### config.mk
export PLATFORM = sky130hd
export DESIGN_NAME = fft_stage3
export DESIGN_NICKNAME = d
export VERILOG_FILES = /design/src/hw/fft_pkg.sv /design/src/hw/fft_stage3.sv
export VERILOG_INCLUDE_DIRS = /design/src /design/src/hw
export SDC_FILE = /design/constraint.sdc
export NUM_CORES = 1
export LEC_CHECK = 0
export BUFFER_PORTS_ARGS = -buffer_cell sky130_fd_sc_hd__buf_2
export CORE_UTILIZATION = 45
export CTS_CLUSTER_DIAMETER = 150
export DETAILED_ROUTE_END_ITERATION = 12
export HOLD_SLACK_MARGIN = 0.08
export PLACE_DENSITY_LB_ADDON = 0.08
export SLEW_MARGIN = 20
export SYNTH_ARGS = -nofsm -noshare
export SYNTH_HDL_FRONTEND = slang
export SYNTH_SLANG_ARGS = --single-unit
### constraint.sdc
create_clock -name clk -period 3.72 [get_ports clk]
set_input_delay 0.186 -clock clk [delete_from_list [all_inputs] [get_ports clk]]
set_output_delay 0.186 -clock clk [all_outputs]
set_load 0.02 [all_outputs]
### src/hw/fft_defines.svh
`ifndef FFT_DEFINES_SVH
`define FFT_DEFINES_SVH

// --------------------
// datapath widths
// --------------------

// width of one real or imaginary part
`define FFT_SAMPLE_W 17

// twiddles are Q13, 8192 is 1.0
`define FFT_TWIDDLE_FRAC 13

// --------------------
// frame shape
// --------------------

`define FFT_POINTS 8

// cycles from valid_i to valid_o
`define FFT_LATENCY 2

`endif

### src/hw/fft_pkg.sv
`default_nettype none

`include "fft_defines.svh"

package fft_pkg;

    // --------------------
    // datapath types
    // --------------------

    // real or imaginary part of a sample or a bin
    // all adds wrap modulo 2**17
    typedef logic signed [`FFT_SAMPLE_W-1:0] sample_t;

    // real or imaginary part of a twiddle factor, Q13
    typedef logic signed [`FFT_SAMPLE_W-1:0] twiddle_t;

    // full precision product of a sample and a twiddle
    typedef logic signed [2*`FFT_SAMPLE_W-1:0] product_t;

endpackage

`default_nettype wire

### src/hw/fft_stage3.sv
`timescale 1ns/10ps
`default_nettype none

`include "fft_defines.svh"

module fft_stage3 (
    input  wire logic             clk,
    input  wire logic             reset_n,
    input  wire logic             valid_i,

    // first pipeline bank
    input  wire fft_pkg::sample_t r_re_i [0:`FFT_POINTS-1],
    input  wire fft_pkg::sample_t r_im_i [0:`FFT_POINTS-1],

    // final bins, bit-reversed order
    output fft_pkg::sample_t      y_re_o [0:`FFT_POINTS-1],
    output fft_pkg::sample_t      y_im_o [0:`FFT_POINTS-1],
    output logic                  valid_o
);

    // inputs after the -j rotation
    fft_pkg::sample_t t_re [0:`FFT_POINTS-1];
    fft_pkg::sample_t t_im [0:`FFT_POINTS-1];

    // butterfly outputs ahead of the register bank
    fft_pkg::sample_t b_re [0:`FFT_POINTS-1];
    fft_pkg::sample_t b_im [0:`FFT_POINTS-1];

    // --------------------
    // -j rotation
    // --------------------

    // W8^2 = -j on the odd element of each lower pair,
    // (re + j*im) * -j = im - j*re, no multiplier needed
    always_comb begin
        for (int i = 0; i < `FFT_POINTS; i++) begin
            if (i % 4 == 3) begin
                t_re[i] = r_im_i[i];
                t_im[i] = -r_re_i[i];
            end else begin
                t_re[i] = r_re_i[i];
                t_im[i] = r_im_i[i];
            end
        end
    end

    // --------------------
    // third DIF column
    // --------------------

    // sum goes to the even slot, difference to the odd slot
    genvar p;
    generate
        for (p = 0; p < `FFT_POINTS / 2; p++) begin : g_pair
            assign b_re[2*p]   = t_re[2*p] + t_re[2*p+1];
            assign b_im[2*p]   = t_im[2*p] + t_im[2*p+1];
            assign b_re[2*p+1] = t_re[2*p] - t_re[2*p+1];
            assign b_im[2*p+1] = t_im[2*p] - t_im[2*p+1];
        end
    endgenerate

    // --------------------
    // output bank
    // --------------------

    always_ff @(posedge clk) begin
        if (!reset_n) begin
            valid_o <= 1'b0;
            for (int i = 0; i < `FFT_POINTS; i++) begin
                y_re_o[i] <= '0;
                y_im_o[i] <= '0;
            end
        end else begin
            valid_o <= valid_i;
            for (int i = 0; i < `FFT_POINTS; i++) begin
                y_re_o[i] <= b_re[i];
                y_im_o[i] <= b_im[i];
            end
        end
    end

endmodule

`default_nettype wire

==> implementation parameters <==
Parameter                              Value

Floorplanning
  Die height    ~210 um
  Row Count    76
  Starting density of the core    0.456
  Width of the die    211 um
  IO Pins    548
  Area of the die    44,300 um2
  Core Region    43,000 um2

Power
  Cell-internal power    ~6.7 mW
  Share of power burned in registers    0.324
  Power per unit of standard cell area    426 nW/um2
  Total Power Consumption    10.3 mW
  Fraction of power spent switching nets    0.348
  Comb power frac    0.346
  Maximum ir drop on the vdd rail    about 0.0003 V
  Net Sw Power    3.58 mW
  Lkg Pwr    11.9 nW
  Clock Power Share    0.329

Detailed routing
  Detailed Route WL    61,800 um
  DR vias/cell    5.25
  First-iteration detailed-routing DRC count    a little under 900
  ANT nets after route    0
  DRT Pass-1 Iters    5
  Routed wire length per instance    17.3 um
  Remaining DRCs    0
  Vias after detailed routing    18,761

Job
  Reported max-cap violation count    0

STA
  Actual transition at the worst max-transition pin    1.08 ns
  Count of pins over their slew limit    0
  Endpoints failing setup    0
  Post-route fraction of the period consumed by the critical path    0.903
  Achievable frequency    0.298 GHz
  Headroom to the max-slew limit    0.281
  Setup repair after global routing missed its margin    false
  Final critical-path required period    roughly 3.4 ns
  Final hold violation count    0
  Total Neg Setup Slack    0 ns

Hold path
  Hold Path End    y_re_o[67]
  HP Class    input pin to flip-flop
  Number of stages on the worst hold path    4
  Hold path start    r_re_i[50]

CTS
  H-tree levels    2
  Clock Sinks    265
  Post-CTS clock slew at the launch and capture registers of the worst setup and hold paths    0.05 ns
  Setup repair bufs after CTS    0
  Cell at the root of the clock tree    clkbuf_16
  Number of buffers added by the clock tree synthesis step    35
  Clk buf depth    3
  Clock tree from TritonCTS    built

Synthesis
  Area share of the largest cell type after synthesis    0.271
  Predominant post-synthesis flop cell    dfxtp_1
  Synth top area cells    dfxtp_1 27%, ha_1 17%, nor2_1 6.0%
  Cell taking the most area after synthesis    dfxtp_1
  Synthesized cell area    slightly below 20,000 um2
  Share of synthesized registers carrying an async set or reset    0
  Synth Register Bits    approximately 270
  Count of cell types in the netlist    between 70 and 80
  Most frequent cell after synthesis    nor2_1
  Ranking of synthesized cells by instance count    315 x nor2_1, 265 x dfxtp_1, 265 x ha_1
  Sequential share of the synthesized area    0.271
  Number of standard cells after synthesis    2,433
  Number of warnings issued by yosys    0
  Average cell area after synthesis    8.05 um2
  Net count after synthesis    2,989
  Count of flip-flops with a built-in enable after synthesis    0

Run status
  Outcome    finished clean

Worst setup path
  Largest fanout on the critical path    8
  Data arrival time of the critical path    3.74 ns
  Data required time at the worst endpoint    4.10 ns
  Worst Path Class, Setup    input pin to flip-flop
  CP Launch Type    input pin
  CP endpoint kind    flip-flop

Global routing
  Maximum number of pins on one net before global-route repair    130
  Initial antenna violation count    15
  Via count of the first global-routing pass    between 15,000 and 20,000
  Global-route congestion overflow total    0
  Overall track demand over capacity in global routing    0.270
  Global-route wire length before repair    approximately 95,000 um

Finish
  Final nets    between 3,000 and 4,000
  Number of filler instances in the final layout    4,164
  Layout cell share with drive strength beyond 1    0.215
  Area growth, synth to finish    23.5%

Place
  RePlAce Congestion    0.923
  Port buffer count    about 550
  HPWL Detailed    about 50,000 um
-- power by group through the flow --
stage / registers, mW / logic [mW] / clock network (mW)
after floorplan: 3.87 / 1.90 / 0
after CTS: 3.35 / 3.56 / 3.50
after global routing: 3.37 / 3.91 / 3.59
final: 3.34 / 3.57 / 3.39
after detailed placement: 3.40 / 3.50 / 0
after global placement: 3.40 / 3.48 / 0
-- logic make-up after synthesis --
group	share of synthesized area
mux	0.0143
compound gates	0.206
buf+inv	0.0707
fa+ha+maj	0.186
simple gates	0.174
xor+xnor	0.0783
flops	0.271
-- critical path: stages --
cell and delay, ns:
dlygate4sd3_1 0.54, buf_2 0.15, nor3_2 0.16, nand2b_1 0.09
or3_1 0.36, nor4_1 0.24, xnor2_1 0.23, ha_1 0.38
a21o_1 0.25, a21o_1 0.18, a21oi_1 0.13, o21ai_0 0.23
a311oi_1 0.39, xnor2_1 0.16, nor2_1 0.06
-- routing by layer --
metal / up-vias / share of wire / track usage
li1: 9340 / - / -
met1: 8679 / 0.41 / 0.312
met2: 612 / 0.48 / 0.467
met3: 118 / 0.077 / 0.0697
met4: 12 / 0.037 / 0.121
met5: - / 0.0012 / 0
-- cell type report --
class / count / area [um2] / share of cell area
repair buffers: 585 / 3110 / 0.128
well taps: 585 / 732 / 0.0303
clock inverters: 8 / 140 / 0.00580
diodes: 9 / 22.5 / 0.000932
multi-input cells: 1816 / 12900 / 0.533
clock buffers: 48 / 997 / 0.0412
inverters: 260 / 981 / 0.0406
flip-flops and latches: 265 / 5310 / 0.219
-- sequential cells by signal, summed over array words and instances (netlist names) --
name,flops
y_re_o,132
valid_o,1
y_im_o,132
-- placed cells by master, fill, tap and decap left out, types with 56 or more instances in the layout --
| cell type | n |
|---|---|
| a21oi_1 | 216 |
| buf_2 | 546 |
| dfxtp_1 | 265 |
| ha_1 | 265 |
| inv_1 | 257 |
| nand2_1 | 108 |
| nor2_1 | 315 |
| nor3_1 | 56 |
| o21ai_0 | 113 |
| xnor2_1 | 129 |
-- worst max-delay path by stage --
stage	start	end	slack, ns	cells after the start
2_1_floorplan	r_re_i[68]	y_im_o[100]	0.61	14
3_3_place_gp	r_re_i[6]	y_im_o[16]	0.30	12
3_5_place_dp	r_re_i[6]	y_im_o[16]	0.24	12
4_1_cts	r_re_i[68]	y_im_o[101]	0.33	15
5_1_grt	r_re_i[68]	y_im_o[100]	0.09	15
6_report	r_re_i[68]	y_im_o[101]	0.36	15
-- repair_timing --
item / 4_1_cts / 5_1_grt
resized for setup: 0 / 1
endpoints found under the hold margin: 22 / 0
hold buffers: 32 / 0
endpoints found under the setup margin: 0 / 2
-- per-stage QoR --
| stage | hold slack, ns | instances | util | cell area [um2] | worst slack [ns] |
|---|---|---|---|---|---|
| 3_3_place_gp | 0.394 | 3479 | 0.528 | 22700 | 0.300 |
| 4_1_cts | 0.0804 | 3567 | 0.562 | 24100 | 0.329 |
| 5_1_grt | 0.115 | 3576 | 0.563 | 24200 | 0.0913 |
| 2_1_floorplan | 0.313 | 2433 | - | 19600 | 0.611 |
| 6_report | 0.116 | 3576 | 0.563 | 24200 | 0.362 |
| 3_5_place_dp | 0.398 | 3479 | 0.528 | 22700 | 0.240 |
(Power assumes the default switching activity.)
