$ cat src/hw/fft_defines.svh
`ifndef FFT_DEFINES_SVH
`define FFT_DEFINES_SVH

// --------------------
// datapath widths
// --------------------

// width of one real or imaginary part
`define FFT_SAMPLE_W 17

// twiddles are Q13, 8192 is 1.0
`define FFT_TWIDDLE_FRAC 13

// --------------------
// frame shape
// --------------------

`define FFT_POINTS 8

// cycles from valid_i to valid_o
`define FFT_LATENCY 2

`endif

$ cat src/hw/fft_pkg.sv
`default_nettype none

`include "fft_defines.svh"

package fft_pkg;

    // --------------------
    // datapath types
    // --------------------

    // real or imaginary part of a sample or a bin
    // all adds wrap modulo 2**17
    typedef logic signed [`FFT_SAMPLE_W-1:0] sample_t;

    // real or imaginary part of a twiddle factor, Q13
    typedef logic signed [`FFT_SAMPLE_W-1:0] twiddle_t;

    // full precision product of a sample and a twiddle
    typedef logic signed [2*`FFT_SAMPLE_W-1:0] product_t;

endpackage

`default_nettype wire

$ cat src/hw/fft_stage2.sv
`timescale 1ns/10ps
`default_nettype none

`include "fft_defines.svh"

module fft_stage2 (
    input  wire logic             clk,
    input  wire logic             reset_n,
    input  wire logic             valid_i,

    // stage 1 results, combinational
    input  wire fft_pkg::sample_t s_re_i [0:`FFT_POINTS-1],
    input  wire fft_pkg::sample_t s_im_i [0:`FFT_POINTS-1],

    // registered second column
    output fft_pkg::sample_t      r_re_o [0:`FFT_POINTS-1],
    output fft_pkg::sample_t      r_im_o [0:`FFT_POINTS-1],
    output logic                  valid_o
);

    localparam int QUARTER = `FFT_POINTS / 4;

    // butterfly outputs ahead of the register bank
    fft_pkg::sample_t b_re [0:`FFT_POINTS-1];
    fft_pkg::sample_t b_im [0:`FFT_POINTS-1];

    // --------------------
    // second DIF column
    // --------------------

    // each half of the frame is a 4-point group with stride 2
    genvar h;
    genvar j;
    generate
        for (h = 0; h < 2; h++) begin : g_half
            for (j = 0; j < QUARTER; j++) begin : g_pair
                localparam int BASE = h * 2 * QUARTER;

                assign b_re[BASE+j] = s_re_i[BASE+j] + s_re_i[BASE+j+QUARTER];
                assign b_im[BASE+j] = s_im_i[BASE+j] + s_im_i[BASE+j+QUARTER];

                assign b_re[BASE+j+QUARTER] = s_re_i[BASE+j] - s_re_i[BASE+j+QUARTER];
                assign b_im[BASE+j+QUARTER] = s_im_i[BASE+j] - s_im_i[BASE+j+QUARTER];
            end
        end
    endgenerate

    // --------------------
    // first pipeline bank
    // --------------------

    // data loads every cycle, valid just travels alongside
    always_ff @(posedge clk) begin
        if (!reset_n) begin
            valid_o <= 1'b0;
            for (int i = 0; i < `FFT_POINTS; i++) begin
                r_re_o[i] <= '0;
                r_im_o[i] <= '0;
            end
        end else begin
            valid_o <= valid_i;
            for (int i = 0; i < `FFT_POINTS; i++) begin
                r_re_o[i] <= b_re[i];
                r_im_o[i] <= b_im[i];
            end
        end
    end

endmodule

`default_nettype wire

$ cat config.mk
export PLATFORM = sky130hd
export DESIGN_NAME = fft_stage2
export DESIGN_NICKNAME = d
export VERILOG_FILES = /design/src/hw/fft_pkg.sv /design/src/hw/fft_stage2.sv
export VERILOG_INCLUDE_DIRS = /design/src /design/src/hw
export SDC_FILE = /design/constraint.sdc
export NUM_CORES = 1
export LEC_CHECK = 0
export ABC_AREA = 0
export BUFFER_PORTS_ARGS = -buffer_cell sky130_fd_sc_hd__buf_4
export CORE_AREA = 3 3 209 211
export CTS_BUF_LIST = sky130_fd_sc_hd__clkbuf_2
export DETAILED_ROUTE_END_ITERATION = 16
export DIE_AREA = 0 0 212 214
export PLACE_DENSITY = 0.72
export SETUP_SLACK_MARGIN = 0.4
export SYNTH_ARGS = -nofsm -noshare
export SYNTH_HDL_FRONTEND = slang
export SYNTH_SLANG_ARGS = --single-unit
$ cat constraint.sdc
create_clock -name clk -period 2.65 [get_ports clk]
set_clock_uncertainty 0.05 [all_clocks]
set_input_delay 0.6625 -clock clk [delete_from_list [all_inputs] [get_ports clk]]
set_output_delay 0.6625 -clock clk [all_outputs]
set_load 0.02 [all_outputs]
==> flow_summary.toml, run 1 <==
[detailed_routing]
drt_iter0_markers = 1650
postRouteAntennaNets = 0
vias_per_cell = 5.55
firstDrtPassIters = 5
drc = 0
via_count = 21900
routed_wl_mm = 79.7
avgRoutedWirePerCell_microns = 20.2

[floorplanning]
start_util = 0.470
die_w_microns = 212
num_io_pins = 548
die_h_microns = 214
dieArea_sq_um = 45400
core_sq_um = 41900
row_count = 75

[place]
post-place-cells = 3693
dpl_cell_area_sq_um = 26700
dp_slack_ns = -0.194
hpwl_mm = 62.1
place_congestion = 1.00
io_buffers = 547

[yosys]
netlist_area_sq_um = 19700
avgSynthCellArea_sq_um = 7.88
syn_nets = 3050
ys_warn_count = 0
synth_edf_count = 0
synthCells = 2503
synthDistinctLibCells = 78
synthFlopType = "dfxtp_1"
synth-seq-cells = 265
ys_seq_area_frac = 0.269
async_reset_ff_frac = 0

[worst_hold_path]
hold_depth = 5
hp-start = "s_im_i[116]"
hold_path_class = "input port to flip-flop"
holdPathEnd = "r_im_o[83]"

[worst_setup_path]
crit_arrival_ns = 3.20
critPathRequiredTime_ns = 3.55
start_kind = "input port"
critPathMaxFanout = 4
worst_setup_path_end_kind = "flip-flop"
crit_type = "input port to flip-flop"

[global_route]
grtUsageMet2 = 0.583
grt_pass1_wl_mm = 121
grt_max_degree = 86
grt_util_met3 = 0.0779
gr-total-overflow = 0
antenna_found_initial = 17
grt_most_used_layer = "met2"
grtUsageMet1 = 0.384
track_usage = 0.338
grt_pass1_vias = 22400

[power]
finalPower_mw = 15.1
ir_worst_vdd_v = 0.000325
leakagePower_nw = 14.3
p_per_area_nw_per_um2 = 502

[timing]
period_share = 0.869
final.setup.worst_slack_ns = 0.348
fin_setup_tns_ns = 0
rsz0062_at_grt = "yes"
setup-violations-final = 0
fmax_ghz = 0.434
slew_headroom = 0.588
drv_slew = 0
hold_slack_ns = 0.123
hold_viol_final = 0
period_needed_ns = 2.30
worst_slew_pin_slew_ns = 0.612

[cells_and_area]
post-route-util = 0.715
multi_input_area_sq_um = 14000
stdcell_count = 3944
regArea_sq_um = 5650
nets = 3883
final_cell_mix = "503 x buf_4, 321 x nor2_1, 275 x buf_6, 257 x dfxtp_2, 239 x inv_1"
postLayoutCellArea_sq_um = 30000
final_common_cell = "buf_4"
fill_cells = 3222
layout-drive-gt1-share = 0.401
syn2layout_area_growth_pct = 52.2

[clocking]
clockBufferDepth = 3
clk_pin_slew_ns = 0.11
root_buffer = "clkbuf_2"
clock_sinks = 265
htree_levels = 3
tritoncts = "yes"
cts-buffers-inserted = 75

[run]
max_cap_viol_count = 0

[run_status]
outcome = "finished clean"
==> per-layer routing <==
metal | routed length, microns | vias up
met4 | 4500 | 4
met3 | 6340 | 249
met2 | 38700 | 1045
met1 | 30200 | 10300
li1 | - | 10300
met5 | 30 | -
==> Yosys cell counts (all sizes together), types with 7 or more instances <==
master     n  area share
o21bai    16      0.0061
nor2     325       0.062
a2111oi   12      0.0063
or2        7      0.0022
a211o      7      0.0031
or3       18      0.0057
o41ai      9      0.0048
dfxtp    265        0.27
a21boi    12      0.0046
fa        16       0.016
mux2i     57       0.029
nand2b    42       0.014
clkbuf    83       0.016
nand2    145       0.028
a311oi     9      0.0040
a221oi    14      0.0075
nand4     25      0.0079
a21o      25      0.0095
o31a      19      0.0084
o21a      21      0.0080
xnor2    125       0.056
buf       41       0.011
o31ai     43       0.018
and2      12      0.0038
nor3      47       0.012
o21ai    134       0.034
nor2b     35       0.011
o211ai    12      0.0046
ha       256        0.16
inv      262       0.050
a211oi    17      0.0067
a31oi     33       0.010
nand3     38      0.0096
a21oi    214       0.054
xor2      22      0.0098
nor4      21      0.0067
==> cells by family after synthesis <==
family,synth area share
simple gates,0.170
flops,0.269
buf+inv,0.0766
fa+ha+maj,0.179
compound gates,0.211
mux,0.0295
xor+xnor,0.0653
==> power by group <==
part | leakage, nW | switching (mW) | internal [mW] | total [mW]
combinational | 11.5 | 3.66 | 3.29 | 6.95
sequential | 2.28 | 0.323 | 4.63 | 4.95
clock | 0.522 | 1.91 | 1.26 | 3.16
==> state kept, by name, indices dropped and copies added, names as in the netlist <==
register	count
r_im_o	132
r_re_o	132
valid_o	1
==> how the worst max path moves through the flow <==
stage	depth (start not counted)	slack, ns	from	to
floorplan	9	0.14	s_im_i[68]	r_im_o[118]
global placement	11	-0.16	s_re_i[102]	r_re_o[84]
detailed placement	11	-0.19	s_re_i[102]	r_re_o[84]
CTS	1	0.27	r_re_o[50]	r_re_o[50]
global route	1	0.30	r_re_o[51]	r_re_o[17]
finish	11	0.35	s_re_i[17]	r_re_o[33]
==> what timing repair did <==
| item | in CTS | in global routing |
|---|---|---|
| pin swaps | 0 | 31 |
| endpoints found under the hold margin | 92 | 0 |
| endpoints found under the setup margin | 273 | 165 |
| setup buffers | 0 | 8 |
| hold buffers | 97 | 0 |
| gates resized for setup | 543 | 46 |
==> worst max-delay path, stage by stage <==
cell           delay [ns]
dlygate4sd3_1        0.55
buf_4                0.16
ha_4                 0.17
fa_2                 0.36
nand2b_4             0.17
a21oi_4              0.19
o21ai_4              0.11
o21ai_4              0.21
a2111oi_1            0.08
a211oi_1             0.32
mux2i_1              0.23
==> area by class of cell <==
type | count | share of cell area
tap | 539 | 0.0225
clock inverter | 25 | 0.00509
timing repair buffer | 880 | 0.265
clock buffer | 104 | 0.0173
inverter | 262 | 0.0354
multi-input combinational | 1852 | 0.465
antenna | 17 | 0.00142
sequential | 265 | 0.188
(Power assumes the default switching activity.)
==> inputs of run 2 (changes only) <==
--- a/config.mk
+++ b/config.mk
@@ -6,13 +6,15 @@
 export SDC_FILE = /design/constraint.sdc
 export NUM_CORES = 1
 export LEC_CHECK = 0
-export ABC_AREA = 0
+export ABC_AREA = 1
 export BUFFER_PORTS_ARGS = -buffer_cell sky130_fd_sc_hd__buf_4
-export CORE_AREA = 3 3 209 211
+export CELL_PAD_IN_SITES_DETAIL_PLACEMENT = 1
+export CELL_PAD_IN_SITES_GLOBAL_PLACEMENT = 1
+export CORE_MARGIN = 3
+export CORE_UTILIZATION = 34
 export CTS_BUF_LIST = sky130_fd_sc_hd__clkbuf_2
 export DETAILED_ROUTE_END_ITERATION = 16
-export DIE_AREA = 0 0 212 214
-export PLACE_DENSITY = 0.72
+export PLACE_DENSITY = 0.76
 export SETUP_SLACK_MARGIN = 0.4
 export SYNTH_ARGS = -nofsm -noshare
 export SYNTH_HDL_FRONTEND = slang
==> run 2 against run 1 <==
Net effect: design area grew 1.1%; largest cell class unchanged; clock power grew 3%; combinational power shrank 11%; die area grew 50%; sequential power shrank 2%; maximum frequency shrank 0.53%; critical path depth grew 1; global-route usage shrank 6.9 points.
==> flow_summary.toml, run 2 <==
[timing]
fmax_ghz = 0.432
period_share = 0.873
period_needed_ns = 2.31
setup-violations-final = 0
final.setup.worst_slack_ns = 0.336
rsz0062_at_grt = "yes"
worst_slew_pin_slew_ns = 0.578
slew_headroom = 0.614
fin_setup_tns_ns = 0
hold_viol_final = 0
drv_slew = 0

[clocking]
root_buffer = "clkbuf_2"
clk_pin_slew_ns = 0.11
clockBufferDepth = 3
htree_levels = 3
clock_sinks = 265
cts-buffers-inserted = 83
tritoncts = "yes"
post_cts_buffers = 0

[global_route]
grt_pass1_wl_mm = 145
grt_pass1_vias = 27000
antenna_found_initial = 9
gr-total-overflow = 0
track_usage = 0.268
grt_max_degree = 84

[worst_setup_path]
slowest_stage = "dlygate4sd3_1"
crit_type = "input port to flip-flop"
critPathMaxFanout = 6
critPathRequiredTime_ns = 3.45
path_delay_family = "buffers and inverters"
worst_setup_path_end_kind = "flip-flop"
start_kind = "input port"
crit_chain = "dlygate4sd3_1, buf_4, ha_1, inv_1, nand2_1, nor2_1, nand3_1, nand2_2, nand2_1, a21oi_1, nor2_1, dlygate4sd3_1"
crit_arrival_ns = 3.12
cpPeakStageDelay_ns = 0.54
critical_path_buf_inv_count = 4

[yosys]
synth_common_cells = "1,135 x nand2_1, 759 x inv_1, 379 x a21oi_1, 324 x nor2_1, 265 x dfxtp_1"
synthTopCellsByArea = "dfxtp_1 24%, nand2_1 19%, ha_1 14%"
ys_seq_area_frac = 0.239
async_reset_ff_frac = 0
synthDistinctLibCells = 29
yosysMostFrequentCell = "nand2_1"
synthFlopType = "dfxtp_1"
synth_edf_count = 0
netlist_area_sq_um = 22200
synth_top_area_cell = "dfxtp_1"
synthCells = 3703
ys_warn_count = 0
synth-seq-cells = 265
avgSynthCellArea_sq_um = 5.98
netlist.area_leader.share = 0.239
syn_nets = 4250

[cells_and_area]
final_common_cell = "nand2_1"
postLayoutCellArea_sq_um = 30300
layout-drive-gt1-share = 0.227
reg_top3 = "r_im_o x132, r_re_o x132, valid_o x1"
nets = 4939
syn2layout_area_growth_pct = 37.0
final_cell_mix = "1,135 x nand2_1, 756 x inv_1, 378 x a21oi_1, 324 x nor2_1, 287 x buf_4"

[floorplanning]
die_w_microns = 261
start_util = 0.347
core_sq_um = 63800
num_io_pins = 548
die_h_microns = 261
dieArea_sq_um = 68300
row_count = 92

[worst_hold_path]
hold_path_class = "input port to flip-flop"

[detailed_routing]
avgRoutedWirePerCell_microns = 17.7
drt_iter0_markers = 1026
drc = 0
postRouteAntennaNets = 0
via_count = 25600
firstDrtPassIters = 5
vias_per_cell = 4.83
routed_wl_mm = 94.0

[power]
p_per_area_nw_per_um2 = 470
leakagePower_nw = 17.6
finalPower_mw = 14.3
ir_worst_vdd_v = 0.000250

[run]
max_cap_viol_count = 0

[place]
io_buffers = 547
place_congestion = 0.900
dp_slack_ns = 0.162
dpl_cell_area_sq_um = 27100
hpwl_mm = 73.4

[run_status]
outcome = "finished clean"
run 2: cell count changes after synthesis, moves of 41 or more:
| cell | delta |
|---|---|
| clkbuf_1 | -69 |
| inv_1 | +497 |
| nand3_1 | +160 |
| nand2b_1 | -41 |
| mux2i_1 | -57 |
| xnor2_1 | -125 |
| nand2_1 | +991 |
| a21oi_1 | +165 |
| o31ai_1 | -41 |
run 2: final cells by class:
cell class	count	area, sq um
diodes	9	22.5
multi-input cells	2579	13500
repair buffers	683	6490
well taps	846	1060
flip-flops and latches	265	5660
clock inverters	16	65.1
fillers	8636	33400
clock buffers	121	606
inverters	780	2930
run 2: layer usage:
metal / global-route usage / vias to the layer above / share of wire / routed length, microns
li1: - / 12700 / - / -
met1: 0.313 / 12000 / 0.42 / 39000
met2: 0.474 / 650 / 0.48 / 45500
met3: 0.0508 / 199 / 0.055 / 5140
met4: 0.126 / 0 / 0.046 / 4290
met5: 0 / - / 0 / 0
run 2: stage by stage:
step	utilization	instances	hold slack, ns
2_1_floorplan	-	3703	0.710
3_3_place_gp	0.424	5034	0.794
3_5_place_dp	0.424	5034	0.805
4_1_cts	0.475	5290	0.00120
5_1_grt	0.476	5299	0.0616
6_report	0.476	5299	0.144
run 2: timing repair:
action | 4_1_cts | 5_1_grt
hold endpoints to repair | 112 | 0
hold buffers | 119 | 0
gates cloned | 0 | 0
setup endpoints to repair | 273 | 268
gates resized for setup | 546 | 10
run 2: cells by family after synthesis:
group                      count (synthesis)  synth area share
buffers and inverters                    859             0.151
AOI/OAI and AO/OA                        524             0.123
DFF                                      265             0.239
xor gates and xnor gates                   8           0.00316
and+or+nand+nor                         1775             0.324
adders and majority gates                272             0.159
run 2: power breakdown:
group          leakage [nW]  internal [mW]  switching (mW)
Combinational          14.8           2.45            3.71
Sequential             2.28           4.55           0.292
Clock                 0.540           1.20            2.06
run 2: path summary, 6_finish.rpt:
kind / end / start / slack [ns] / cells past startpoint
setup / recovery: r_re_o[117] / s_re_i[107] / 0.34 / 12
hold / removal: r_im_o[70] / s_im_i[104] / 0.14 / 5
